==> src/source/rsp_prep_macros.svh <==
`ifndef RSP_PREP_MACROS_SVH
`define RSP_PREP_MACROS_SVH

//////////////////////////////////////////////////////////////////////
// data widths
//////////////////////////////////////////////////////////////////////

// one sample part, re or im
`define RSP_SAMPLE_W 16
// one coefficient part, Q1.23
`define RSP_COEF_W 24
`define RSP_FRAC 23

//////////////////////////////////////////////////////////////////////
// chirp geometry and pipeline depths
//////////////////////////////////////////////////////////////////////

`define RSP_CHIRP_LEN 64
// log2 of chirp length
`define RSP_COEF_AW 6
// multiplier depth, complex path
`define RSP_CMUL_LAT 6
// multiplier depth, bypass path
`define RSP_BYP_LAT 3

`endif
==> src/source/rsp_prep_pkg.sv <==
`include "rsp_prep_macros.svh"

package rsp_prep_pkg;

  // one signed sample part
  typedef logic signed [`RSP_SAMPLE_W-1:0] part_t;

  // complex sample word, imag in upper half
  typedef struct packed {
    part_t im;
    part_t re;
  } cpx_t;

  // one signed coefficient part
  typedef logic signed [`RSP_COEF_W-1:0] wpart_t;

  // complex coefficient, 48 bits
  typedef struct packed {
    wpart_t im;
    wpart_t re;
  } coef_t;

  // sample index and coefficient address
  typedef logic [`RSP_COEF_AW-1:0] coef_addr_t;

  // one multiplier input item
  typedef struct packed {
    logic  valid;
    cpx_t  smp;
    coef_t coef;
  } beat_t;

  // chirp sequencing
  typedef enum logic [1:0] {
    ST_IDLE,
    ST_RUN,
    ST_DRAIN
  } ctrl_state_t;

endpackage

==> src/source/rsp_prep_coef_mem.sv <==
`timescale 1ns/1ps
`include "rsp_prep_macros.svh"

module rsp_prep_coef_mem (
  input  logic                     clk,
  input  logic                     i_we,
  input  rsp_prep_pkg::coef_addr_t i_waddr,
  input  rsp_prep_pkg::coef_t      i_wdata,
  input  rsp_prep_pkg::coef_addr_t i_raddr,
  output rsp_prep_pkg::coef_t      o_rdata
);
  import rsp_prep_pkg::*;

  //////////////////////////////////////////////////////////////////////
  // coefficient storage, one word per sample
  //////////////////////////////////////////////////////////////////////

  // maps to block or distributed ram
  coef_t mem [`RSP_CHIRP_LEN];

  // host port, one word per strobe cycle
  always_ff @(posedge clk) begin
    if (i_we) begin
      mem[i_waddr] <= i_wdata;
    end
  end

  // registered read
  // data lands with the subtractor output
  always_ff @(posedge clk) begin
    o_rdata <= mem[i_raddr];
  end

endmodule

==> config.mk <==
export PLATFORM = sky130hd
export DESIGN_NAME = rsp_prep_coef_mem
export DESIGN_NICKNAME = d
export VERILOG_FILES = /design/src/source/rsp_prep_pkg.sv /design/src/source/rsp_prep_coef_mem.sv
export VERILOG_INCLUDE_DIRS = /design/src /design/src/source
export SDC_FILE = /design/constraint.sdc
export NUM_CORES = 2
export LEC_CHECK = 0
export BUFFER_PORTS_ARGS = -buffer_cell sky130_fd_sc_hd__buf_4
export CAP_MARGIN = 5
export CORE_ASPECT_RATIO = 1.25
export CORE_MARGIN = 4
export CORE_UTILIZATION = 58
export CTS_BUF_LIST = sky130_fd_sc_hd__clkbuf_8
export DETAILED_ROUTE_END_ITERATION = 16
export GPL_TIMING_DRIVEN = 0
export PLACE_DENSITY_LB_ADDON = 0.1
export SYNTH_ARGS = -nofsm -noshare
export SYNTH_HDL_FRONTEND = slang
export SYNTH_SLANG_ARGS = --single-unit
==> constraint.sdc <==
create_clock -name clk -period 5.5 [get_ports clk]
set_clock_uncertainty 0.2 [all_clocks]
set_input_delay 1.1 -clock clk [delete_from_list [all_inputs] [get_ports clk]]
set_output_delay 1.1 -clock clk [all_outputs]
set_load 0.02 [all_outputs]
==> flow_summary.toml <==
[status]
status = "finished, final reports clean"

[power]
combPwrFrac_pct = 5.8
power_frac_clock_pct = 37.3
power_frac_seq_pct = 56.8
p_leak_nw = 42.12
internal_power_mw = 35.87
vdd_drop_max_v = 0.0002958
powerDensity_nw_per_um2 = 348.7
p_sw_share_pct = 22.71
p_sw_mw = 10.54

[sta]
finalHoldWorstSlack_ns = 0.3204
slew_viol_final = 0
period_needed_ns = 4.384
hold_viol = 0
setup_viol = 0
rsz0062_at_grt = "no"
tightest_slew_ns = 1.424
fmax_mhz = 228.1
period_share_pct = 79.71
slew_headroom_pct = 5.091

[setup_path]
worstSetupStartpointType = "input port"
crit_end = "o_rdata[45]"
crit_path_max_fanout = 10
end_kind = "flop"
path_class = "input port to flop"
critPathTopFamily = "buffers and inverters"
slowest_delay_ns = 1.07
crit_chain = "buf_4, clkbuf_1, and2_1, buf_2, clkbuf_1, a221oi_1, a221oi_1"
worstSetupPathDepth = 7
reg2reg_to = "o_rdata[45]"
cp_slowest_cell = "a221oi_1"
critPathLaunch = "i_raddr[3]"
reg2reg_from = "mem[44][45]"
rr_worst_depth = 5
crit_arrival_ns = 5.08
reg2reg_slack_ns = 2.61
worst-path-buf-inv = 4
worstPathRequired_ns = 6.20

[placement]
place.gp.congestion = 0.8303
io_buffer_count = 101
placed_cells = 7907
detailed_place_hpwl_um = 218000

[yosys]
synth_nets = 5032
syn_area_per_cell_um2 = 23.56
synth_commonest_cells = "edfxtp_1 (3072), mux4_2 (754), nor2_1 (132), o22ai_1 (122)"
syn_inst = 4970
synth_most_common_cell = "edfxtp_1"
yosysTopAreaCell = "edfxtp_1"
synth-seq-cells = 3120
yosysSeqAreaShare_pct = 79.59
synthDistinctLibCells = 36
synth_area_leaders = "edfxtp_1 (79%), mux4_2 (14%), dfxtp_1 (0.82%)"
synth_top_area_share_pct = 78.77
yosysWarnings = 0
syn-cell-area_um2 = 117100
async_flop_share_pct = 0
dominantRegCellSynth = "edfxtp_1"
synth_edf_count = 3072

[clock_network]
cts_sinks = 3120
cts_tree = "done"
postCtsResizedCells = 0
clockBufferDepth = 4
cts_max_level = 5
clock_latency_ns = 1.14
cts_inserted_buffers = 468
cts_root_buffer = "clkbuf_8"
path_clk_slew_ns = 0.07
ctsHoldBuffers = 0
cts_setup_buffers = 0

[floorplanning]
ios = 110
die-area_um2 = 209200
die_h_um = 510.4
rows = 184
start_util_pct = 58.27
die_x_um = 409.9
core-area_um2 = 201000

[routing]
drc_errors = 0
vias = 59040
routed_via_density = 6.749
antenna_left = 0
wl_per_cell_um = 37.81
first_pass_iters = 8
routed_wl_um = 330800
drt_iter0_markers = 8826

[layout]
final_cells = 8749
area_growth_pct = 13.64
drive_gt1_share_pct = 29.96
nets = 5745

[run]
max-cap-violations = 0

[global_route]
grt_pass1_wl_um = 459500
antenna_found_initial = 4
overflow = 0
grt.total_usage_pct = 32.02
first_global_vias = 59450
grt_start_max_net_pins = 65

[worst_hold_path]
worst_hold_path_type = "input port to flop"
[final cells by class]
class                           count  area [um2]
Antenna cell                        3       7.507
Sequential cell                  3120       93210
Clock buffer                      496        6827
Fill cell                       12870       67890
Buffer                            282        1499
Clock inverter                    340        1582
Multi-Input combinational cell   1568       22900
Tap cell                         2697        3374
Timing Repair Buffer              243        3694
[through the flow]
step,instance area [um2],setup TNS (ns),util (%),setup slack [ns],power [mW]
3_5_place_dp,124600,0,62.01,0.1066,29.58
6_report,133100,0,66.22,1.116,46.41
3_3_place_gp,121300,-6238.95,60.33,-2.658,29.49
4_1_cts,133000,0,66.19,1.292,46.57
5_1_grt,133100,0,66.22,1.082,47.79
2_1_floorplan,117100,0,-,0.8540,28.20
[power groups by stage]
| stage | registers, mW | clock network, mW | logic, mW |
|---|---|---|---|
| 2_1_floorplan | 26.9 | 0 | 1.26 |
| 3_3_place_gp | 26.9 | 0 | 2.60 |
| 3_5_place_dp | 26.9 | 0 | 2.70 |
| 4_1_cts | 26.4 | 17.5 | 2.70 |
| 5_1_grt | 26.4 | 18.6 | 2.80 |
| 6_report | 26.4 | 17.3 | 2.70 |
[worst register-to-register path: stages, from the launching register on]
cell	delay, ns
edfxtp_1	0.33
mux4_2	0.24
o221ai_1	0.12
a21oi_1	0.48
a21oi_1	0.24
a221oi_1	1.07
[placed cells by master, fill, tap and decap left out, types with 4 or more instances in the layout]
master,netlist,layout
mux2_2,12,12
a31o_2,5,5
inv_1,0,159
o221ai_1,28,28
a211oi_1,32,32
buf_4,62,163
nand3b_1,5,5
buf_8,0,10
bufinv_16,0,8
dfxtp_1,48,48
mux4_2,754,754
buf_1,12,12
edfxtp_1,3072,3072
a22o_1,57,57
clkinvlp_4,0,5
clkinv_1,0,123
nand3_1,7,7
nor2_1,132,70
buf_12,0,113
buf_2,98,98
nor2_4,0,62
nand2b_1,10,10
a21oi_1,74,74
mux2i_1,63,63
nand2_1,55,55
a221oi_1,83,83
a311oi_1,11,11
buf_16,0,19
clkinv_2,0,41
clkbuf_1,98,97
clkbuf_8,0,496
a22oi_1,72,72
o22ai_1,122,122
or3b_2,4,4
nor2b_1,24,24
buf_6,11,11
[flip-flops by register name, indices dropped and copies added, names as in the netlist]
register  cells
o_rdata      48
mem        3072
[kinds of logic after synthesis]
logic type             after synthesis  share of synthesized area [%]
AOI/OAI and AO/OA                  486                          3.024
buffers and inverters              282                          1.279
DFF                               3120                          79.59
muxes                              829                          15.15
and+or+nand+nor                    253                         0.9572
[per-layer routing]
metal  vias up  global-route usage (%)  wire [um]
met5         -                       0          0
met4         0                   15.52      18280
met3       684                   6.887      33050
met2      3844                   51.09     161400
met1     31500                   42.86     118000
li1      23020                       -          -
[worst min-delay path by stage]
stage / from / endpoint / cells past startpoint
after global routing: i_wdata[47] / mem[32][47] / 1
final: i_wdata[20] / mem[38][20] / 1
after floorplan: mem[58][13] / o_rdata[13] / 4
after global placement: mem[30][3] / o_rdata[3] / 3
after CTS: i_wdata[20] / mem[38][20] / 1
after detailed placement: mem[58][36] / o_rdata[36] / 4
Power figures use the tool's default switching activity.
