==> config.mk <==
export PLATFORM = sky130hd
export DESIGN_NAME = rsp_prep_offset_sub
export DESIGN_NICKNAME = d
export VERILOG_FILES = /design/src/source/rsp_prep_pkg.sv /design/src/source/rsp_prep_offset_sub.sv
export VERILOG_INCLUDE_DIRS = /design/src /design/src/source
export SDC_FILE = /design/constraint.sdc
export NUM_CORES = 1
export LEC_CHECK = 0
export ABC_AREA = 1
export BUFFER_PORTS_ARGS = -buffer_cell sky130_fd_sc_hd__buf_2
export CELL_PAD_IN_SITES_DETAIL_PLACEMENT = 0
export CELL_PAD_IN_SITES_GLOBAL_PLACEMENT = 1
export CORE_ASPECT_RATIO = 0.7
export CORE_MARGIN = 2
export CORE_UTILIZATION = 36
export DETAILED_ROUTE_END_ITERATION = 8
export GPL_TIMING_DRIVEN = 0
export PLACE_DENSITY_LB_ADDON = 0.1
export SYNTH_ARGS = -nofsm -noshare
export SYNTH_HDL_FRONTEND = slang
export SYNTH_SLANG_ARGS = --single-unit
==> constraint.sdc <==
create_clock -name clk -period 0.8 [get_ports clk]
set_input_delay 0.08 -clock clk [delete_from_list [all_inputs] [get_ports clk]]
set_output_delay 0.08 -clock clk [all_outputs]
set_load 0.005 [all_outputs]
==> src/source/rsp_prep_macros.svh <==
`ifndef RSP_PREP_MACROS_SVH
`define RSP_PREP_MACROS_SVH

//////////////////////////////////////////////////////////////////////
// data widths
//////////////////////////////////////////////////////////////////////

// one sample part, re or im
`define RSP_SAMPLE_W 16
// one coefficient part, Q1.23
`define RSP_COEF_W 24
`define RSP_FRAC 23

//////////////////////////////////////////////////////////////////////
// chirp geometry and pipeline depths
//////////////////////////////////////////////////////////////////////

`define RSP_CHIRP_LEN 64
// log2 of chirp length
`define RSP_COEF_AW 6
// multiplier depth, complex path
`define RSP_CMUL_LAT 6
// multiplier depth, bypass path
`define RSP_BYP_LAT 3

`endif
==> src/source/rsp_prep_pkg.sv <==
`include "rsp_prep_macros.svh"

package rsp_prep_pkg;

  // one signed sample part
  typedef logic signed [`RSP_SAMPLE_W-1:0] part_t;

  // complex sample word, imag in upper half
  typedef struct packed {
    part_t im;
    part_t re;
  } cpx_t;

  // one signed coefficient part
  typedef logic signed [`RSP_COEF_W-1:0] wpart_t;

  // complex coefficient, 48 bits
  typedef struct packed {
    wpart_t im;
    wpart_t re;
  } coef_t;

  // sample index and coefficient address
  typedef logic [`RSP_COEF_AW-1:0] coef_addr_t;

  // one multiplier input item
  typedef struct packed {
    logic  valid;
    cpx_t  smp;
    coef_t coef;
  } beat_t;

  // chirp sequencing
  typedef enum logic [1:0] {
    ST_IDLE,
    ST_RUN,
    ST_DRAIN
  } ctrl_state_t;

endpackage

==> src/source/rsp_prep_offset_sub.sv <==
`timescale 1ns/1ps
`include "rsp_prep_macros.svh"

module rsp_prep_offset_sub (
  input  logic               clk,
  input  logic               rst_n,
  input  logic               i_valid,
  input  logic               i_mode,
  input  rsp_prep_pkg::cpx_t i_x,
  input  rsp_prep_pkg::cpx_t i_u,
  output logic               o_valid,
  output rsp_prep_pkg::cpx_t o_y
);
  import rsp_prep_pkg::*;

  // symmetric limit, -32768 never produced
  localparam logic signed [`RSP_SAMPLE_W:0] LIM = 2**(`RSP_SAMPLE_W-1) - 1;

  // x - u with one guard bit, then clamp
  function automatic part_t sat_sub(input part_t x, input part_t u);
    logic signed [`RSP_SAMPLE_W:0] d;
    part_t                         r;
    d = x - u;
    if (d > LIM) begin
      r = part_t'(LIM);
    end else if (d < -LIM) begin
      r = part_t'(-LIM);
    end else begin
      r = part_t'(d);
    end
    return r;
  endfunction

  // valid follows the data by one stage
  always_ff @(posedge clk or negedge rst_n) begin
    if (!rst_n) begin
      o_valid <= 1'b0;
    end else begin
      o_valid <= i_valid;
    end
  end

  // bypass keeps the two real samples as they are
  always_ff @(posedge clk) begin
    if (i_mode) begin
      o_y <= i_x;
    end else begin
      o_y.re <= sat_sub(i_x.re, i_u.re);
      o_y.im <= sat_sub(i_x.im, i_u.im);
    end
  end

endmodule

==> insert_results.sql <==
INSERT INTO impl_metrics (metric_group, metric, value, unit) VALUES
('status', 'outcome', 'finished with violations', ''),
('status', 'violated_checks', 'negative setup slack', ''),
('synthesis', 'synth_edf_count', '0', ''),
('placed_design', 'detailedPlacementHpwl', '9.22', 'mm'),
('grt', 'grt.overflow.total', '0', ''),
('clocking', 'cts_buffers', '5', ''),
('synthesis', 'postSynthRegisterBits', '33', ''),
('synthesis', 'yosys_warnings', '0', ''),
('routing', 'wirelength', '12.4', 'mm'),
('placed_design', 'buffer_ports.inserted', '100', ''),
('final_layout', 'n_antenna_cell', '0', ''),
('pwr', 'finalPower', '9.06', 'mW'),
('floorplan', 'floorplan.core_area', '9720', 'um^2'),
('critical_path', 'cp_max_fo', '4', ''),
('routing', 'drtAntennaViolNets', '0', ''),
('grt', 'antenna_found_initial', '0', ''),
('floorplan', 'die_h', '87.7', 'um'),
('pwr', 'power_per_cell_area', '1640', 'nW/um^2'),
('grt', 'grt_pass1_vias', '3804', ''),
('critical_path', 'worst-endpoint-required', '980', 'ps'),
('clocking', 'cts_num_sinks', '33', ''),
('sta', 'grt_setup_unrepaired', 'true', ''),
('floorplan', 'std_cell_rows', '30', ''),
('pwr', 'vdd_ir_drop_max', '0.785', 'mV'),
('synthesis', 'synth.avg_cell_area', '5.89', 'um^2'),
('final_layout', 'nFillCells', '999', ''),
('sta', 'fin_crit', '1990', 'ps'),
('synthesis', 'post_synth_instance_area', '3610', 'um^2'),
('routing', 'vias_per_cell', '4.78', ''),
('routing', 'drt-wirelength-per-cell', '14.1', 'um'),
('sta', 'slew_headroom', '0.566', ''),
('floorplan', 'die_w', '124', 'um'),
('final_layout', 'final_common_cell', 'nand2_1', ''),
('placed_design', 'dp_slack', '-1670', 'ps'),
('critical_path', 'crit_arrival', '2180', 'ps'),
('sta', 'setup_ws', '-1190', 'ps'),
('grt', 'largest_net_degree_at_the_start_of_global_routing', '11', ''),
('synthesis', 'synth_cell_types', '34', ''),
('critical_path', 'critical_path.endpoint_type', 'register', ''),
('run', 'max-cap-violations', '0', ''),
('clocking', 'tritoncts_clock_tree', 'yes', ''),
('clocking', 'clock_root_cell', 'clkbuf_16', ''),
('sta', 'whs', '21.7', 'ps'),
('routing', 'drc', '0', ''),
('final_layout', 'layout-drive-gt1-share', '0.411', ''),
('synthesis', 'synthCells', '612', ''),
('floorplan', 'start_util', '0.371', ''),
('sta', 'highest_clock_rate', '502', 'MHz'),
('sta', 'totalNegativeSetupSlack', '-36410', 'ps'),
('sta', 'slew_violations', '0', ''),
('synthesis', 'syn-num-nets', '714', ''),
('sta', 'slew_at_the_pin_closest_to_its_max_slew_limit', '651', 'ps'),
('grt', 'first_pass_grt_wire_length', '18.9', 'mm'),
('routing', 'via_count_of_the_routed_design', '4201', ''),
('critical_path', 'timing_worst_setup_path_type', 'in2reg', ''),
('clocking', 'cts.reportedPaths.clkPinSlew', '60', 'ps'),
('placed_design', 'gp_routability_congestion', '0.917', ''),
('floorplan', 'die-area', '10800', 'um^2'),
('sta', 'timing.final.setup_violations', '34', ''),
('clocking', 'clock_path_buffers', '2', ''),
('final_layout', 'syn_to_final_growth', '52.8', '%'),
('routing', 'dr.pass1.iters', '4', ''),
('synthesis', 'ys.flop_type', 'dfxtp_1', ''),
('final_layout', 'commonest_cells_after_routing_fill_and_taps_aside', 'nand2_1, inv_1, buf_2, nor2_1, a21oi_2', ''),
('synthesis', 'ys_seq_area_frac', '0.185', ''),
('floorplan', 'io-pin-count', '101', ''),
('final_layout', 'layout.nets', '852', ''),
('grt', 'gr_util_all_layers', '0.226', ''),
('sta', 'final-hold-violation-count', '0', ''),
('hold_path', 'timing.hold.worst.class', 'in2reg', ''),
('routing', 'first_iter_violations', '240', ''),
('clocking', 'h-tree-depth', '2', ''),
('sta', 'timing.final.crit_share', '2.49', ''),
('synthesis', 'ys_async_sr_fraction', '0.0303', ''),
('critical_path', 'worst_setup_path_start_kind', 'input pin', ''),
('pwr', 'static-leakage-power', '3.03', 'nW');
==> what timing repair did <==
action | CTS | global route
hold buffers | 2 | 0
cloned | 4 | 0
setup endpoints to repair | 36 | 52
hold endpoints to repair | 2 | 0
gates resized for setup | 99 | 78
pin swaps | 44 | 32
buffers inserted | 24 | 7
==> cell families after synthesis <==
logic type               after synthesis  share of synthesized area
AND/OR/NAND/NOR                      339                      0.414
XOR/XNOR                               7                     0.0191
AO/OA/AOI/OAI                         60                      0.104
adder cells (fa/ha/maj)               34                      0.122
flip-flops                            33                      0.185
buffers and inverters                139                      0.156
==> metrics by stage <==
step,cells,utilization,cell area [um^2]
after floorplan,612,-,3710
after detailed placement,840,0.450,4370
after global placement,840,0.450,4370
final,879,0.567,5510
after global routing,879,0.567,5510
after CTS,877,0.535,5200
==> layout make-up <==
| class | instances | area, um^2 | share of cell area |
|---|---|---|---|
| Timing Repair Buffer | 132 | 906 | 0.164 |
| Tap cell | 128 | 160 | 0.0291 |
| Sequential cell | 33 | 672 | 0.122 |
| Buffer | 7 | 73.8 | 0.0134 |
| Clock buffer | 7 | 153 | 0.0277 |
| Inverter | 131 | 519 | 0.0942 |
| Multi-Input combinational cell | 440 | 3020 | 0.548 |
| Clock inverter | 1 | 5.00 | 0.000908 |
==> power breakdown <==
part	switching (mW)	internal, mW
sequential	0.0713	1.93
clock	0.798	1.32
combinational	2.76	2.18
==> synth_stat cells, types with 2 or more instances <==
| cell type | number | area, um^2 |
|---|---|---|
| fa_1 | 2 | 40.0 |
| buf_6 | 3 | 33.8 |
| o21ai_0 | 3 | 15.0 |
| nand2_2 | 12 | 75.1 |
| nand3b_1 | 2 | 15.0 |
| ha_1 | 32 | 400 |
| nor2_2 | 2 | 12.5 |
| o31ai_1 | 2 | 15.0 |
| nand3_2 | 5 | 50.1 |
| nand2_4 | 7 | 78.8 |
| a21oi_2 | 14 | 123 |
| o21bai_1 | 2 | 15.0 |
| nand2_1 | 189 | 709 |
| dfxtp_1 | 32 | 641 |
| o21ai_2 | 3 | 26.3 |
| nor3_1 | 4 | 20.0 |
| inv_1 | 130 | 488 |
| nand4_1 | 6 | 37.5 |
| nor2_1 | 66 | 248 |
| clkbuf_1 | 3 | 11.3 |
| a21oi_1 | 36 | 180 |
| nand3_1 | 41 | 205 |
| xor2_1 | 5 | 43.8 |
==> flip-flops by register name, summed over array words and instances, names as in the netlist <==
signal	flops
o_y	32
o_valid	1
==> path summary, 6_finish.rpt <==
check | from | cells after the start | endpoint | slack [ps]
worst max-delay path | i_x[0] | 21 | o_y[0] | -1190
worst min-delay path | i_x[15] | 3 | o_y[15] | 20
max in group asynchronous | rst_n | 2 | o_valid | 630
min in group asynchronous | rst_n | 2 | o_valid | 80
==> worst max-delay path, cell delays in order <==
cell      delay, ps
buf_8            90
inv_12           30
ha_4            150
fa_2            380
inv_2            90
nand2_2          50
nand2_2          60
nand3_2          80
nand2_2         100
nand3b_1        160
nand2_1         110
nand2_1          70
nand2_2          80
nor2_2           40
nand3_2          70
nand2_2          70
nand2_4         130
buf_6           150
nand3_2          70
nand2_2          80
inv_2            30
==> layer usage <==
| layer | routed length (um) | vias up | GRT usage | share of wire |
|---|---|---|---|---|
| met3 | 993 | 8 | 0.0514 | 0.080 |
| met2 | 4700 | 140 | 0.312 | 0.38 |
| li1 | - | 2152 | - | - |
| met4 | 64 | 0 | 0.0258 | 0.0052 |
| met5 | 0 | - | 0 | 0 |
| met1 | 6610 | 1901 | 0.360 | 0.53 |
(Power assumes the default switching activity.)
