### config.mk
export PLATFORM = sky130hd
export DESIGN_NAME = rsp_prep_cmul
export DESIGN_NICKNAME = d
export VERILOG_FILES = /design/src/source/rsp_prep_pkg.sv /design/src/source/rsp_prep_cmul.sv
export VERILOG_INCLUDE_DIRS = /design/src /design/src/source
export SDC_FILE = /design/constraint.sdc
export NUM_CORES = 2
export LEC_CHECK = 0
export BUFFER_PORTS_ARGS = -buffer_cell sky130_fd_sc_hd__buf_4
export CELL_PAD_IN_SITES_DETAIL_PLACEMENT = 0
export CELL_PAD_IN_SITES_GLOBAL_PLACEMENT = 1
export CORE_ASPECT_RATIO = 0.9
export CORE_MARGIN = 2
export CORE_UTILIZATION = 47
export CTS_CLUSTER_DIAMETER = 200
export CTS_CLUSTER_SIZE = 25
export DETAILED_ROUTE_END_ITERATION = 8
export GPL_TIMING_DRIVEN = 0
export PLACE_DENSITY_LB_ADDON = 0.1
export RECOVER_POWER = 25
export REMOVE_ABC_BUFFERS = 1
export SETUP_SLACK_MARGIN = 0.1
export SYNTH_ARGS = -nofsm -noshare
export SYNTH_HDL_FRONTEND = slang
export SYNTH_SLANG_ARGS = --single-unit
### constraint.sdc
create_clock -name clk -period 5.72 [get_ports clk]
set_input_delay 1.144 -clock clk [delete_from_list [all_inputs] [get_ports clk]]
set_output_delay 1.144 -clock clk [all_outputs]
set_load 0.01 [all_outputs]
### src/source/rsp_prep_macros.svh
`ifndef RSP_PREP_MACROS_SVH
`define RSP_PREP_MACROS_SVH

//////////////////////////////////////////////////////////////////////
// data widths
//////////////////////////////////////////////////////////////////////

// one sample part, re or im
`define RSP_SAMPLE_W 16
// one coefficient part, Q1.23
`define RSP_COEF_W 24
`define RSP_FRAC 23

//////////////////////////////////////////////////////////////////////
// chirp geometry and pipeline depths
//////////////////////////////////////////////////////////////////////

`define RSP_CHIRP_LEN 64
// log2 of chirp length
`define RSP_COEF_AW 6
// multiplier depth, complex path
`define RSP_CMUL_LAT 6
// multiplier depth, bypass path
`define RSP_BYP_LAT 3

`endif
### src/source/rsp_prep_pkg.sv
`include "rsp_prep_macros.svh"

package rsp_prep_pkg;

  // one signed sample part
  typedef logic signed [`RSP_SAMPLE_W-1:0] part_t;

  // complex sample word, imag in upper half
  typedef struct packed {
    part_t im;
    part_t re;
  } cpx_t;

  // one signed coefficient part
  typedef logic signed [`RSP_COEF_W-1:0] wpart_t;

  // complex coefficient, 48 bits
  typedef struct packed {
    wpart_t im;
    wpart_t re;
  } coef_t;

  // sample index and coefficient address
  typedef logic [`RSP_COEF_AW-1:0] coef_addr_t;

  // one multiplier input item
  typedef struct packed {
    logic  valid;
    cpx_t  smp;
    coef_t coef;
  } beat_t;

  // chirp sequencing
  typedef enum logic [1:0] {
    ST_IDLE,
    ST_RUN,
    ST_DRAIN
  } ctrl_state_t;

endpackage

### src/source/rsp_prep_cmul.sv
`timescale 1ns/1ps
`include "rsp_prep_macros.svh"

module rsp_prep_cmul (
  input  logic                clk,
  input  logic                rst_n,
  input  logic                i_mode,
  input  rsp_prep_pkg::beat_t i_beat,
  output logic                o_valid,
  output rsp_prep_pkg::cpx_t  o_y
);
  import rsp_prep_pkg::*;

  // a*d and b*c width
  localparam int PROD_W = `RSP_SAMPLE_W + `RSP_COEF_W;
  // (a+b)*(c-d) width
  localparam int SUM_W = PROD_W + 2;
  // real part accumulator
  localparam int ACC_W = PROD_W + 3;
  localparam logic signed [ACC_W-1:0] LIM = 2**(`RSP_SAMPLE_W-1) - 1;

  // drop Q1.23 fraction, clamp to +-32767 (neg limit 0x8001)
  function automatic part_t scale_sat(input logic signed [ACC_W-1:0] v);
    logic signed [ACC_W-1:0] sh;
    part_t                   r;
    sh = v >>> `RSP_FRAC;
    if (sh > LIM) begin
      r = part_t'(LIM);
    end else if (sh < -LIM) begin
      r = part_t'(-LIM);
    end else begin
      r = part_t'(sh);
    end
    return r;
  endfunction

  // x = a + jb, w = c + jd
  part_t  a;
  part_t  b;
  wpart_t c;
  wpart_t d;

  // stage 1, operands and pre-adds
  part_t                           s1_a;
  part_t                           s1_b;
  wpart_t                          s1_c;
  wpart_t                          s1_d;
  logic signed [`RSP_SAMPLE_W:0]   s1_sum;
  logic signed [`RSP_COEF_W:0]     s1_dif;
  // stages 2 and 3, the three products
  logic signed [PROD_W-1:0]        s2_ad;
  logic signed [PROD_W-1:0]        s2_bc;
  logic signed [SUM_W-1:0]         s2_sd;
  logic signed [PROD_W-1:0]        s3_ad;
  logic signed [PROD_W-1:0]        s3_bc;
  logic signed [SUM_W-1:0]         s3_sd;
  // stage 4, ad-bc and ad+bc
  logic signed [PROD_W:0]          s4_dif;
  logic signed [PROD_W:0]          s4_im;
  logic signed [SUM_W-1:0]         s4_sd;
  // stage 5, full-precision result
  logic signed [ACC_W-1:0]         s5_re;
  logic signed [PROD_W:0]          s5_im;
  // stage 6, scaled output
  cpx_t                            cm_y;
  logic [`RSP_CMUL_LAT-1:0]        cm_vld;

  // bypass delay line
  logic [`RSP_BYP_LAT-1:0]         by_vld;
  cpx_t                            by_dat [`RSP_BYP_LAT];

  assign a = i_beat.smp.re;
  assign b = i_beat.smp.im;
  assign c = i_beat.coef.re;
  assign d = i_beat.coef.im;

  //////////////////////////////////////////////////////////////////////
  // complex path
  // re = (a+b)(c-d) + ad - bc, im = ad + bc
  //////////////////////////////////////////////////////////////////////

  always_ff @(posedge clk) begin
    // pre-adds one stage ahead of the multipliers
    s1_a   <= a;
    s1_b   <= b;
    s1_c   <= c;
    s1_d   <= d;
    s1_sum <= a + b;
    s1_dif <= c - d;
    // three real multiplies
    s2_ad <= s1_a * s1_d;
    s2_bc <= s1_b * s1_c;
    s2_sd <= s1_sum * s1_dif;
    // product register, eases dsp timing
    s3_ad <= s2_ad;
    s3_bc <= s2_bc;
    s3_sd <= s2_sd;
    // cross terms
    s4_dif <= s3_ad - s3_bc;
    s4_im  <= s3_ad + s3_bc;
    s4_sd  <= s3_sd;
    // real sum, imag just rides along
    s5_re <= s4_sd + s4_dif;
    s5_im <= s4_im;
    // scale and saturate
    cm_y.re <= scale_sat(s5_re);
    cm_y.im <= scale_sat(s5_im);
  end

  // valid chain matches the 6 data stages
  always_ff @(posedge clk or negedge rst_n) begin
    if (!rst_n) begin
      cm_vld <= '0;
    end else begin
      cm_vld <= {cm_vld[`RSP_CMUL_LAT-2:0], i_beat.valid & ~i_mode};
    end
  end

  //////////////////////////////////////////////////////////////////////
  // bypass path, word passes untouched
  //////////////////////////////////////////////////////////////////////

  always_ff @(posedge clk or negedge rst_n) begin
    if (!rst_n) begin
      by_vld <= '0;
    end else begin
      by_vld <= {by_vld[`RSP_BYP_LAT-2:0], i_beat.valid & i_mode};
    end
  end

  always_ff @(posedge clk) begin
    by_dat[0] <= i_beat.smp;
    for (int i = 1; i < `RSP_BYP_LAT; i++) begin
      by_dat[i] <= by_dat[i-1];
    end
  end

  // mode fixed per chirp, paths never overlap
  assign o_valid = i_mode ? by_vld[`RSP_BYP_LAT-1] : cm_vld[`RSP_CMUL_LAT-1];
  assign o_y     = i_mode ? by_dat[`RSP_BYP_LAT-1] : cm_y;

endmodule

==> results by group <==
Outcome
  • Outcome: finished, violations left
  • Failing checks: negative setup slack

Detailed routing
  • Vias: 44400
  • Post-route ant nets: 0
  • Residual DRC: 0
  • First DRT Iteration DRCs: roughly 3000
  • WL/cell: approximately 23 µm
  • Final wirelength: 193000 µm
  • Drt first pass iters: 5
  • Vias per cell: around 5.2

Final layout
  • Area grow syn2layout: 16.5%
  • Ratio of cells with drive above 1 in the final layout: about 17%
  • Non-Filler Instances: 8500
  • Fill count: roughly 12000
  • Nets@finish: 8463
  • Final Util: a little under three fifths

Placed design
  • Dpl hpwl: ~130000 µm
  • PortBufs: 116
  • GP Congestion: 0.875
  • Pre-CTS WS: -2.42 ns
  • Post-placement cell count: between 8000 and 9000

STA
  • Slew headroom: a little under a quarter
  • Fin crit period: 6.26 ns
  • Final setup violating endpoints: 60
  • RSZ-0062 raised after global routing: yes
  • Final worst slack: -0.537 ns
  • Final Hold Fails: 0
  • Worst Skew: approximately 0.034 ns
  • Worst Max-Slew Pin Slew: approximately 1.2 ns
  • Final period util: 109%
  • Max Freq: about 160 MHz
  • Max Transition Viols Final: 0

Synthesis
  • Synth top area share: between 30 and 40%
  • Seq/Total Area, Yosys: 19.8%
  • Number of synthesized flops with an enable pin: 0
  • Synth Instances: around 6400
  • Flops & latches, synth: 610
  • Asr flop ratio synth: about 1.5%
  • Synth Warn #: 0
  • Syn avg cell area: roughly 9.7 µm²
  • Top_reg_cell synth: dfxtp_1
  • Post-synth top area cell: fa_1
  • Synth unique cells: 74
  • Synth top area cells: fa_1, dfxtp_1, ha_1
  • Synthesized area: 61900 µm²

GRT
  • Global route total overflow: 0
  • Vias in the first global route: 46700
  • M2 GR Usage: a little under half
  • First-pass GRT wire length: 289000 µm
  • Met3 GRT Util: slightly below 5%
  • Largest net degree at the start of global routing: 36
  • Busiest grt layer: met2
  • GRT Total Usage: 28.9%
  • Antenna violations before repair: 38
  • Met1 Resource Use GR: approximately 40%

Setup path
  • Crit-path max cell delay: 0.59 ns
  • Worst R2R Start: s1_a[3]$_DFF_P_
  • CP Cell Sequence: buf_12, nand2_2, fa_1, fa_2, fa_1, inv_1, fa_1, fa_1, inv_2, fa_1, inv_2, ha_4, a21o_1, a21o_1, a221oi_2, o21ai_4, a311oi_2, buf_4, o21ai_4, a211oi_2, o21bai_1, a21oi_1, xnor2_1
  • Critical Path Fanout Max: 8
  • Worst Path Arrival: approximately 6.8 ns
  • Cell repeated most along the worst path: fa_1
  • R2R depth: 23
  • Critical path's slowest cell: fa_2
  • Req. time, crit path: 6.30 ns
  • Critical setup path kind: flip-flop to flip-flop
  • CP Capture Type: flip-flop
  • R2r setup slk: -0.54 ns
  • R2R Path End: s2_ad[39]$_DFF_P_
  • CP Launch Type: flip-flop

Min path
  • Worst Hold Class: input port to asynchronous set/reset pin

Clocking
  • Clock sinks: 610
  • Skew-Pair Late Insertion Delay: 0.66 ns
  • CTS Hold Buffers Added: 0
  • H-tree depth: 1
  • Clock slew at the register clock pins of the worst setup and hold paths: 0.10 ns
  • Clk buf depth: 3
  • CTS Buf Count: 28
  • CTS tree: built
  • Root buf cell: clkbuf_16

Floorplanning
  • Die Ht: 348 µm
  • Initial Util: 47.3%
  • I/O Pins: between 100 and 150
  • Die area: 135000 µm²
  • FP Rows: 126
  • Core footprint: around 130000 µm²
  • Die width: 387 µm

Run
  • Max cap viols: 0
## synth_stat cells (11+ instances only)
cell type and n:
inv_1 1414, fa_1 1167, nand2_1 727, dfxtp_1 601
and2_1 491, ha_1 458, clkbuf_1 200, nor2_1 198
a21oi_1 181, xnor2_1 169, a21o_1 132, o21ai_0 106
xor2_1 52, nor3_1 51, nand2b_1 36, mux2_2 33
nand3_1 33, o21a_1 33, o21bai_1 33, nor2b_1 28
a211oi_1 22, nand4_1 20, nor4_1 16, or3_1 16
a31oi_1 14, and3_1 14, a221oi_1 12, o211ai_1 11
o31ai_1 11
## registers in the layout, indices dropped and copies added (netlist names)
signal	flops
s4_im	18
cm_y	32
s5_im	18
s3_ad	40
s1_dif	25
by_dat	66
s4_sd	42
s1_d	24
s1_b	15
s4_dif	41
s3_bc	40
s1_c	24
s3_sd	42
cm_vld	6
by_vld	3
s1_sum	17
s5_re	20
s2_sd	42
s1_a	15
s2_bc	40
s2_ad	40
## worst max-delay path by stage
stage | startpoint | to | cells after the start
finish | s1_a[3]$_DFF_P_ | s2_ad[39]$_DFF_P_ | 23
global route | s1_a[4]$_DFF_P_ | s2_ad[39]$_DFF_P_ | 25
CTS | s1_a[3]$_DFF_P_ | s2_ad[34]$_DFF_P_ | 23
detailed placement | by_dat[0][15]$_DFF_P_ | s2_ad[39]$_DFF_P_ | 21
global placement | s1_a[1]$_DFF_P_ | s2_ad[39]$_DFF_P_ | 21
floorplan | s1_a[1]$_DFF_P_ | s2_ad[34]$_DFF_P_ | 23
## area by class of cell
class                           instances  area [µm²]  area share [%]
Antenna cell                           17        42.5          0.0590
Clock buffer                           30         729            1.01
Clock inverter                          1        16.3          0.0225
Inverter                             1414        5320            7.37
Multi-Input combinational cell       4174       46000            63.7
Sequential cell                       610       12600            17.5
Tap cell                             1728        2160            3.00
Timing Repair Buffer                  522        5220            7.24
Timing Repair inverter                  4        30.0          0.0416
## through the flow
stage | area, µm² | hold slack (ns) | setup TNS [ns]
3_3_place_gp | 64200 | 0.310 | -123.75
3_5_place_dp | 64200 | 0.312 | -109.04
5_1_grt | 72100 | 0.284 | -28.26
2_1_floorplan | 61100 | 0.310 | -9.57
6_report | 72200 | 0.311 | -18.15
4_1_cts | 70100 | 0.268 | -13.44
## cell usage in the layout (no fill, tap or decap), types with 46 or more instances in the layout
cell	netlist	routed
buf_4	0	360
o21ai_0	106	74
ha_4	0	48
xor2_1	52	46
inv_1	1414	1354
fa_2	0	47
nand2_1	727	690
fa_1	1167	1120
ha_1	458	398
inv_2	0	57
buf_12	0	62
dfxtp_1	601	479
a21oi_1	181	136
a21o_1	132	132
buf_6	0	69
and2_1	491	461
xnor2_1	169	153
dfxtp_4	0	95
nor2_1	198	170
## layer usage
| layer | routed length [µm] | part of all wire [%] |
|---|---|---|
| met5 | 92 | 0.048 |
| met4 | 8660 | 4.5 |
| met3 | 14600 | 7.6 |
| met2 | 85400 | 44 |
| met1 | 84000 | 44 |
## worst max-delay path, delay by kind of cell, from the launching register on
kind	cells	cell delay (ns)
compound gates	9	1.69
flops	1	0.51
xor+xnor	1	0.13
buf+inv	5	0.51
fa+ha+maj	7	3.26
simple gates	1	0.06
## cell families after synthesis
group | Yosys count | share of synthesized area, %
adders and majority gates | 1625 | 47.0
xor gates and xnor gates | 221 | 3.13
AOI/OAI and AO/OA | 636 | 6.77
and+or+nand+nor | 1658 | 12.9
buffers and inverters | 1617 | 9.81
muxes | 34 | 0.616
DFF | 610 | 19.8
## what timing repair did
item                                    4_1_cts  5_1_grt
endpoints found under the setup margin       87       76
gates resized for setup                     578      294
pin swaps                                   203      179
gates cloned                                  4        1
setup buffers                               301      110
Power is not shown: default switching activity piles up to over one toggle a cycle in this logic, so the estimate is an artifact.
