### config.mk
export PLATFORM = sky130hd
export DESIGN_NAME = rsp_prep_ctrl
export DESIGN_NICKNAME = d
export VERILOG_FILES = /design/src/source/rsp_prep_pkg.sv /design/src/source/rsp_prep_ctrl.sv
export VERILOG_INCLUDE_DIRS = /design/src /design/src/source
export SDC_FILE = /design/constraint.sdc
export NUM_CORES = 1
export LEC_CHECK = 0
export BUFFER_PORTS_ARGS = -buffer_cell sky130_fd_sc_hd__buf_2
export CAP_MARGIN = 5
export CORE_MARGIN = 1
export CORE_UTILIZATION = 29
export DETAILED_ROUTE_END_ITERATION = 10
export PLACE_DENSITY = 0.47
export REMOVE_ABC_BUFFERS = 1
export SETUP_SLACK_MARGIN = 0.3
export SKIP_LAST_GASP = 1
export SYNTH_ARGS = -nofsm -noshare
export SYNTH_HDL_FRONTEND = slang
export SYNTH_SLANG_ARGS = --single-unit
### constraint.sdc
create_clock -name clk -period 1.5 [get_ports clk]
set_input_delay 0.075 -clock clk [delete_from_list [all_inputs] [get_ports clk]]
set_output_delay 0.075 -clock clk [all_outputs]
set_load 0.01 [all_outputs]
### src/source/rsp_prep_macros.svh
`ifndef RSP_PREP_MACROS_SVH
`define RSP_PREP_MACROS_SVH

//////////////////////////////////////////////////////////////////////
// data widths
//////////////////////////////////////////////////////////////////////

// one sample part, re or im
`define RSP_SAMPLE_W 16
// one coefficient part, Q1.23
`define RSP_COEF_W 24
`define RSP_FRAC 23

//////////////////////////////////////////////////////////////////////
// chirp geometry and pipeline depths
//////////////////////////////////////////////////////////////////////

`define RSP_CHIRP_LEN 64
// log2 of chirp length
`define RSP_COEF_AW 6
// multiplier depth, complex path
`define RSP_CMUL_LAT 6
// multiplier depth, bypass path
`define RSP_BYP_LAT 3

`endif
### src/source/rsp_prep_pkg.sv
`include "rsp_prep_macros.svh"

package rsp_prep_pkg;

  // one signed sample part
  typedef logic signed [`RSP_SAMPLE_W-1:0] part_t;

  // complex sample word, imag in upper half
  typedef struct packed {
    part_t im;
    part_t re;
  } cpx_t;

  // one signed coefficient part
  typedef logic signed [`RSP_COEF_W-1:0] wpart_t;

  // complex coefficient, 48 bits
  typedef struct packed {
    wpart_t im;
    wpart_t re;
  } coef_t;

  // sample index and coefficient address
  typedef logic [`RSP_COEF_AW-1:0] coef_addr_t;

  // one multiplier input item
  typedef struct packed {
    logic  valid;
    cpx_t  smp;
    coef_t coef;
  } beat_t;

  // chirp sequencing
  typedef enum logic [1:0] {
    ST_IDLE,
    ST_RUN,
    ST_DRAIN
  } ctrl_state_t;

endpackage

### src/source/rsp_prep_ctrl.sv
`timescale 1ns/1ps
`include "rsp_prep_macros.svh"

module rsp_prep_ctrl (
  input  logic                     clk,
  input  logic                     rst_n,
  input  logic                     i_chirp_start,
  input  logic                     i_bypass,
  input  logic                     i_valid,
  input  logic                     i_out_valid,
  output logic                     o_in_valid,
  output logic                     o_mode,
  output logic                     o_busy,
  output logic                     o_chirp_done,
  output rsp_prep_pkg::coef_addr_t o_index
);
  import rsp_prep_pkg::*;

  // index of the last sample in a chirp
  localparam coef_addr_t LAST_IDX = coef_addr_t'(`RSP_CHIRP_LEN - 1);

  ctrl_state_t state;
  coef_addr_t  in_cnt;
  coef_addr_t  out_cnt;
  logic        start_ok;
  logic        last_in;

  //////////////////////////////////////////////////////////////////////
  // strobes
  //////////////////////////////////////////////////////////////////////

  // new chirp only accepted from idle
  assign start_ok = i_chirp_start && (state == ST_IDLE);
  // samples pass only while running
  assign o_in_valid = i_valid && (state == ST_RUN);
  assign last_in = o_in_valid && (in_cnt == LAST_IDX);
  // done comes with the final output beat
  assign o_chirp_done = i_out_valid && (state != ST_IDLE) && (out_cnt == LAST_IDX);
  assign o_busy = (state != ST_IDLE);
  // accepted sample number doubles as coef address
  assign o_index = in_cnt;

  //////////////////////////////////////////////////////////////////////
  // chirp FSM
  //////////////////////////////////////////////////////////////////////

  always_ff @(posedge clk or negedge rst_n) begin
    if (!rst_n) begin
      state <= ST_IDLE;
    end else begin
      case (state)
        ST_IDLE: begin
          if (start_ok) begin
            state <= ST_RUN;
          end
        end
        ST_RUN: begin
          // all inputs taken, wait for the tail
          if (last_in) begin
            state <= ST_DRAIN;
          end
        end
        ST_DRAIN: begin
          if (o_chirp_done) begin
            state <= ST_IDLE;
          end
        end
        default: state <= ST_IDLE;
      endcase
    end
  end

  // mode and counters, both restart per chirp
  always_ff @(posedge clk or negedge rst_n) begin
    if (!rst_n) begin
      o_mode  <= 1'b0;
      in_cnt  <= '0;
      out_cnt <= '0;
    end else if (start_ok) begin
      o_mode  <= i_bypass;
      in_cnt  <= '0;
      out_cnt <= '0;
    end else begin
      if (o_in_valid) begin
        in_cnt <= in_cnt + 1'b1;
      end
      if (i_out_valid && (state != ST_IDLE)) begin
        out_cnt <= out_cnt + 1'b1;
      end
    end
  end

endmodule

==> summary.md, run 1 <==
| Metric | Value |
|---|---|
| Startpoint types | `flip-flop` |
| Starting DRC count in detailed routing | `4` |
| Worst Hold Launch | `i_out_valid` |
| Internal Dissipation | `roughly 1000 uW` |
| Ranking of synthesized cells by instance count | `15 x dfrtp_1, 7 x nand2_1, 6 x o21ai_0` |
| Endpoint class of the critical path | `primary output` |
| Final Max Tran Viols | `0` |
| Outcome | `finished clean` |
| Remaining design rule violation count | `0` |
| Sequential area share after synthesis | `0.490` |
| Classification of the worst setup path | `reg -> out` |
| Post-layout net count | `~130` |
| Area of the die | `about 2800 sq um` |
| Switching component of the power | `between 500 and 600 uW` |
| Count of synthesis-stage warnings from yosys | `0` |
| Transition at the pin with the smallest max-transition slack | `between 300 and 400 ps` |
| Mapped Area | `766 sq um` |
| Largest cells by area after synthesis | `dfrtp_1 49%, o211ai_1 4.9%, o31ai_1 4.9%` |
| Part of the total power dissipated in the clock network | `0.154` |
| Number of buffers on the longest clock path | `2` |
| CTS tree | `built` |
| Relative slew slack | `0.768` |
| Number of antenna violations at the first check in global routing | `0` |
| Yosys top cell by area | `dfrtp_1` |
| Setup violations, final | `0` |
| Crit path buffers/inverters | `1` |
| Floorplan core area | `approximately 2500 sq um` |
| Insertion delay to the later sink of the worst-skew pair | `290 ps` |
| Slowest stage cell on the critical path | `dfrtp_1` |
| Setup TNS | `0 ps` |
| Switching Share | `0.375` |
| Fraction of synthesis flops using an asynchronous set or reset pin | `1.00` |
| Number of cells traversed by the worst register-to-register path | `7` |
| Maximum clock skew at final layout | `approximately 17 ps` |
| Worst reg2reg path startpoint | `out_cnt[1]` |
| Final GP Congestion | `0.772` |
| Post-DRT Antenna Nets | `0` |
| Number of placed I/O pins | `16` |
| Average cell area after synthesis | `10.1 sq um` |
| Reg2Reg Capture Point | `state[1]` |
| Number of global-route vias before repair | `between 700 and 800` |
| Endpoint required time on the critical path | `between 1000 and 1500 ps` |
| First-pass GRT wire length | `approximately 3100 microns` |
| DP HPWL | `~1200 microns` |
| Combinational fraction of design power | `0.419` |
| Proportion of layout cells with a drive suffix above 1 | `0.496` |
| Average detailed-routed wire length per instance | `around 14 microns` |
| Die width | `roughly 53 microns` |
| CP delay by family, top | `flip-flops` |
| Number of vias per cell after detailed routing | `between 4 and 5` |
| Count of distinct cell types in the synthesized netlist | `29` |
| Post-CTS clock slew at the launch and capture registers of the worst setup and hold paths | `100 ps` |
| Max-cap check violation count | `0` |
| Initial core utilization | `0.309` |
| Final Routed Wirelength | `1990 microns` |
| Fraction of the cycle the final worst path needs | `0.993` |
| Htree depth | `1` |
| Number of cells on the worst hold path | `3` |
| Prevailing post-synth register cell | `dfrtp_1` |
| Instance count of the mapped netlist | `76` |
| Number of inserted diodes | `0` |
| Cell row count | `18` |
| Pin count of the biggest net entering global routing | `16` |
| R2r setup slk | `approximately 70 ps` |
| Worst hold margin | `108 ps` |
| Number of clock buffers inserted by TritonCTS | `3` |
| Via total after detailed routing | `730` |
| IR drop worst, VDD | `between 700 and 800 uV` |
| Maximum cell stage delay along the critical path | `370 ps` |
| Worst EP arrival | `1410 ps` |
| EDFF count, synth | `0` |
| Power density over cell area | `roughly 1300 nW/um^2` |
| Worst hold path type | `in -> reg` |
| Minimum clock period after layout | `~1500 ps` |
| Aggregate global-route resource usage | `0.158` |
| Setup repair after global routing missed its margin | `yes` |
| Part of the total power dissipated in sequential elements | `0.427` |
| Area share of the leading cell type in the synthesized netlist | `0.490` |
| Overall overflow remaining after global route | `0` |
| Clock sink total | `15` |
| Achievable Freq | `between 600 and 700 MHz` |
| Port Buffers | `15` |
| Layout overhead on the synthesized area | `54.9%` |
| Leakage power figure | `approximately 0.00053 uW` |
| Worst path cell trace | `ha_2 -> o211ai_1 -> nor3_2 -> buf_2` |
| Largest fanout on the critical path | `2` |
| Yosys reg bits | `15` |
| Cell at the root of the clock tree | `clkbuf_4` |
| Terminating pin of the worst hold path | `out_cnt[3]` |
| DRT Pass-1 Iters | `4` |
| Fin. Hold Viols | `0` |
| Die Span Y | `53.4 microns` |
| Cell with the most instances after synthesis | `dfrtp_1` |
## worst min-delay path, stage by stage
cell	delay, ps
buf_2	130
o2111ai_4	80
o31ai_1	60
## layout make-up
type,instances,area [sq um]
clock buffers,4,26.3
fillers,247,1290
inverters,4,15.0
multi-input cells,55,425
flip-flops and latches,15,379
well taps,30,37.5
repair buffers,39,303
## sequential cells by signal, indices dropped and copies added, names as in the netlist
register / count
out_cnt: 6
o_mode: 1
state: 2
o_index: 6
## cells by family (layout without fill, tap and decap cells)
logic type	Yosys count	after routing	synth area share
buf+inv	7	47	0.0457
compound gates	21	21	0.181
simple gates	28	29	0.214
mux	1	1	0.0131
fa+ha+maj	2	2	0.0327
xor+xnor	2	2	0.0229
flops	15	15	0.490
## layout by cell type, fill, tap and decap left out, drive strengths merged
| cell | synthesis | final |
|---|---|---|
| nand3 | 5 | 5 |
| nand4 | 1 | 1 |
| o2111ai | 1 | 1 |
| dlygate4sd3 | 0 | 2 |
| o211ai | 5 | 5 |
| o31ai | 5 | 5 |
| nand2 | 7 | 7 |
| a21oi | 2 | 2 |
| ha | 2 | 2 |
| o21ai | 6 | 6 |
| nand4b | 1 | 1 |
| nand2b | 1 | 1 |
| nor2 | 3 | 3 |
| inv | 4 | 4 |
| clkbuf | 1 | 4 |
| or2 | 1 | 1 |
| or3b | 1 | 2 |
| or2b | 1 | 1 |
| nand3b | 1 | 1 |
| buf | 2 | 37 |
| nor3b | 1 | 1 |
| or4 | 1 | 1 |
| dfrtp | 15 | 15 |
| mux2i | 1 | 1 |
| o21a | 1 | 1 |
| nor3 | 2 | 2 |
| xor2 | 2 | 2 |
| or3 | 2 | 2 |
| a22oi | 1 | 1 |
## power by group through the flow
stage          clock network (uW)  registers, uW  logic [uW]
3_3_place_gp                    0            680         426
6_report                      242            672         658
5_1_grt                       264            695         731
2_1_floorplan                   0            692         239
4_1_cts                       252            659         623
3_5_place_dp                    0            683         431
## per-stage QoR
| stage | util | power (uW) | setup WS [ps] | cells | area [sq um] |
|---|---|---|---|---|---|
| 2_1_floorplan | - | 931 | 169 | 73 | 746 |
| 4_1_cts | 0.457 | 1530 | 13.3 | 144 | 1130 |
| 3_5_place_dp | 0.356 | 1110 | 79.2 | 121 | 881 |
| 3_3_place_gp | 0.356 | 1110 | 70.6 | 121 | 881 |
| 5_1_grt | 0.479 | 1690 | -39.5 | 147 | 1190 |
| 6_report | 0.479 | 1570 | 10.4 | 147 | 1190 |
## how the worst max path moves through the flow
stage	startpoint	endpoint	slack [ps]	depth (start not counted)
2_1_floorplan	state[1]	o_index[5]	170	3
3_3_place_gp	out_cnt[0]	state[1]	70	4
3_5_place_dp	state[0]	out_cnt[4]	80	3
4_1_cts	out_cnt[0]	o_chirp_done	10	4
5_1_grt	out_cnt[0]	o_chirp_done	-40	4
6_report	out_cnt[1]	o_chirp_done	10	4
## timing repair
action                                  in CTS  in global routing
endpoints found under the hold margin       16                  0
endpoints found under the setup margin      15                 18
pin swaps                                   11                 10
gates resized for setup                     21                 11
hold buffers                                 2                  0
gates cloned                                 1                  0
buffers inserted                            16                  3
## routing by layer
layer / track usage / up-vias / share of wire
li1: - / 364 / -
met4: 0.0395 / 0 / 0.0050
met1: 0.196 / 352 / 0.49
met5: 0 / - / 0
met2: 0.254 / 12 / 0.48
met3: 0.0603 / 2 / 0.027
Note: power is estimated with default switching activity, not from simulation.
==> inputs of run 2 (changes only) <==
GPL_TIMING_DRIVEN = 0   (was default)
==> summary.md, run 2 (synthesis results as in run 1) <==
| Metric | Value |
|---|---|
| Outcome | `finished clean` |
| Switching component of the power | `around 580 uW` |
| Endpoint required time on the critical path | `1420 ps` |
| Final Max Tran Viols | `0` |
| Relative slew slack | `0.754` |
| Starting DRC count in detailed routing | `11` |
| Achievable Freq | `684 MHz` |
| Initial core utilization | `0.309` |
| Fin. Hold Viols | `0` |
| Aggregate global-route resource usage | `0.160` |
| Highest-count cells in the layout ignoring fill and taps | `14 x buf_2, 14 x buf_4, 13 x dfrtp_1` |
| Post-DRT Antenna Nets | `0` |
| Largest fanout on the critical path | `3` |
| Worst EP arrival | `~1400 ps` |
| Leakage power figure | `approximately 0.00052 uW` |
| Via total after detailed routing | `about 700` |
| Power density over cell area | `1330 nW/um^2` |
| IR drop worst, VDD | `775 uV` |
| Port Buffers | `15` |
| Part of the total power dissipated in the clock network | `0.149` |
| Setup violations, final | `0` |
| Number of antenna violations at the first check in global routing | `0` |
| Number of clock buffers inserted by TritonCTS | `3` |
| Overall overflow remaining after global route | `0` |
| Internal Dissipation | `around 970 uW` |
| Fraction of the cycle the final worst path needs | `0.975` |
| Htree depth | `1` |
| Combinational fraction of design power | `0.423` |
| Cell row count | `18` |
| Proportion of layout cells with a drive suffix above 1 | `0.496` |
| Clock sink total | `15` |
| Startpoint types | `flip-flop` |
| Number of global-route vias before repair | `675` |
| CTS tree | `built` |
| Final GP Congestion | `between 0.7 and 0.8` |
| Die width | `approximately 53 microns` |
| Switching Share | `0.373` |
| Number of vias per cell after detailed routing | `just under 5` |
| Layout overhead on the synthesized area | `51.6%` |
| Post-layout net count | `~120` |
| Setup TNS | `0 ps` |
| Classification of the worst setup path | `reg -> out` |
| Area of the die | `2850 sq um` |
| Endpoint class of the critical path | `primary output` |
| Number of buffers on the longest clock path | `2` |
| DRT Pass-1 Iters | `4` |
| First-pass GRT wire length | `between 3000 and 4000 microns` |
| Part of the total power dissipated in sequential elements | `0.428` |
| Transition at the pin with the smallest max-transition slack | `around 370 ps` |
| Average detailed-routed wire length per instance | `around 14 microns` |
| Floorplan core area | `between 2000 and 2500 sq um` |
| Pin count of the biggest net entering global routing | `16` |
| Total power after layout | `1540 uW` |
| Remaining design rule violation count | `0` |
| Maximum clock skew at final layout | `around 0.65 ps` |
| Minimum clock period after layout | `approximately 1500 ps` |
| Maximum cell stage delay along the critical path | `400 ps` |
| Worst hold path type | `in -> reg` |
| Final Routed Wirelength | `slightly below 2000 microns` |
| Number of inserted diodes | `0` |
| Setup repair after global routing missed its margin | `yes` |
| Number of placed I/O pins | `16` |
| Insertion delay to the later sink of the worst-skew pair | `around 280 ps` |
| Count of fill cells added during filler insertion | `roughly 260` |
| Worst path cell trace | `ha_2 -> o211ai_1 -> nor3_2 -> buf_2` |
| Slowest stage cell on the critical path | `dfrtp_1` |
| Post-CTS clock slew at the launch and capture registers of the worst setup and hold paths | `about 90 ps` |
| Max-cap check violation count | `0` |
| DP HPWL | `around 1100 microns` |
| Cell at the root of the clock tree | `clkbuf_4` |
| Die Span Y | `roughly 53 microns` |
## run 2: metrics by stage
stage / std cells / hold WS [ps] / instance area [sq um] / setup WS (ps) / utilization
finish: 145 / 166 / 1160 / 37.0 / 0.469
global route: 145 / 195 / 1160 / -41.4 / 0.469
CTS: 142 / 156 / 1110 / 27.3 / 0.449
detailed placement: 118 / 3.08 / 858 / -25.2 / 0.346
global placement: 118 / 6.44 / 858 / 30.2 / 0.346
floorplan: 73 / -221 / 746 / 169 / -
## run 2: worst paths after layout
| path | slack, ps | startpoint | end | cells after the start |
|---|---|---|---|---|
| max in group asynchronous | 990 | rst_n | state[1] | 2 |
| setup / recovery | 40 | out_cnt[0] | o_chirp_done | 4 |
| hold / removal | 170 | i_out_valid | out_cnt[3] | 3 |
| hold reg to reg | 490 | out_cnt[4] | out_cnt[4] | 1 |
| setup reg to reg | 70 | state[0] | out_cnt[5] | 4 |
| min in group asynchronous | 230 | rst_n | o_index[3] | 2 |
## run 2: layer usage
layer / routed length, microns / share of wire / up-vias / track usage
met1: 930 / 0.47 / 343 / 0.207
met2: 982 / 0.50 / 10 / 0.252
met5: 0 / 0 / - / 0
li1: - / - / 364 / -
met3: 60 / 0.030 / 2 / 0.0632
met4: 10 / 0.0050 / 0 / 0.0263
## run 2: area by class of cell
cell class / instances / area [sq um] / area share
well taps: 30 / 37.5 / 0.0323
clock inverters: 1 / 5.00 / 0.00431
inverters: 4 / 15.0 / 0.0129
flip-flops and latches: 15 / 378 / 0.325
multi-input cells: 55 / 429 / 0.370
clock buffers: 3 / 22.5 / 0.0194
repair buffers: 37 / 274 / 0.236
## run 2: power by group through the flow
| stage | Clock [uW] | Combinational [uW] | Sequential (uW) |
|---|---|---|---|
| global placement | 0 | 406 | 677 |
| finish | 229 | 653 | 661 |
| floorplan | 0 | 239 | 692 |
| CTS | 244 | 609 | 656 |
| detailed placement | 0 | 415 | 683 |
| global route | 264 | 743 | 680 |
## run 2: worst max-delay path, delay by kind of cell (launching register included)
kind	cells	cell delay, ps
adders and majority gates	1	200
DFF	1	400
and+or+nand+nor	1	220
buffers and inverters	1	170
AOI/OAI and AO/OA	1	120
## run 2: what timing repair did
| item | CTS | global route |
|---|---|---|
| endpoints found under the setup margin | 18 | 18 |
| hold buffers | 2 | 0 |
| gates resized for setup | 19 | 8 |
| pin swaps | 10 | 6 |
| hold endpoints to repair | 16 | 0 |
| setup buffers | 17 | 3 |
| gates cloned | 1 | 0 |
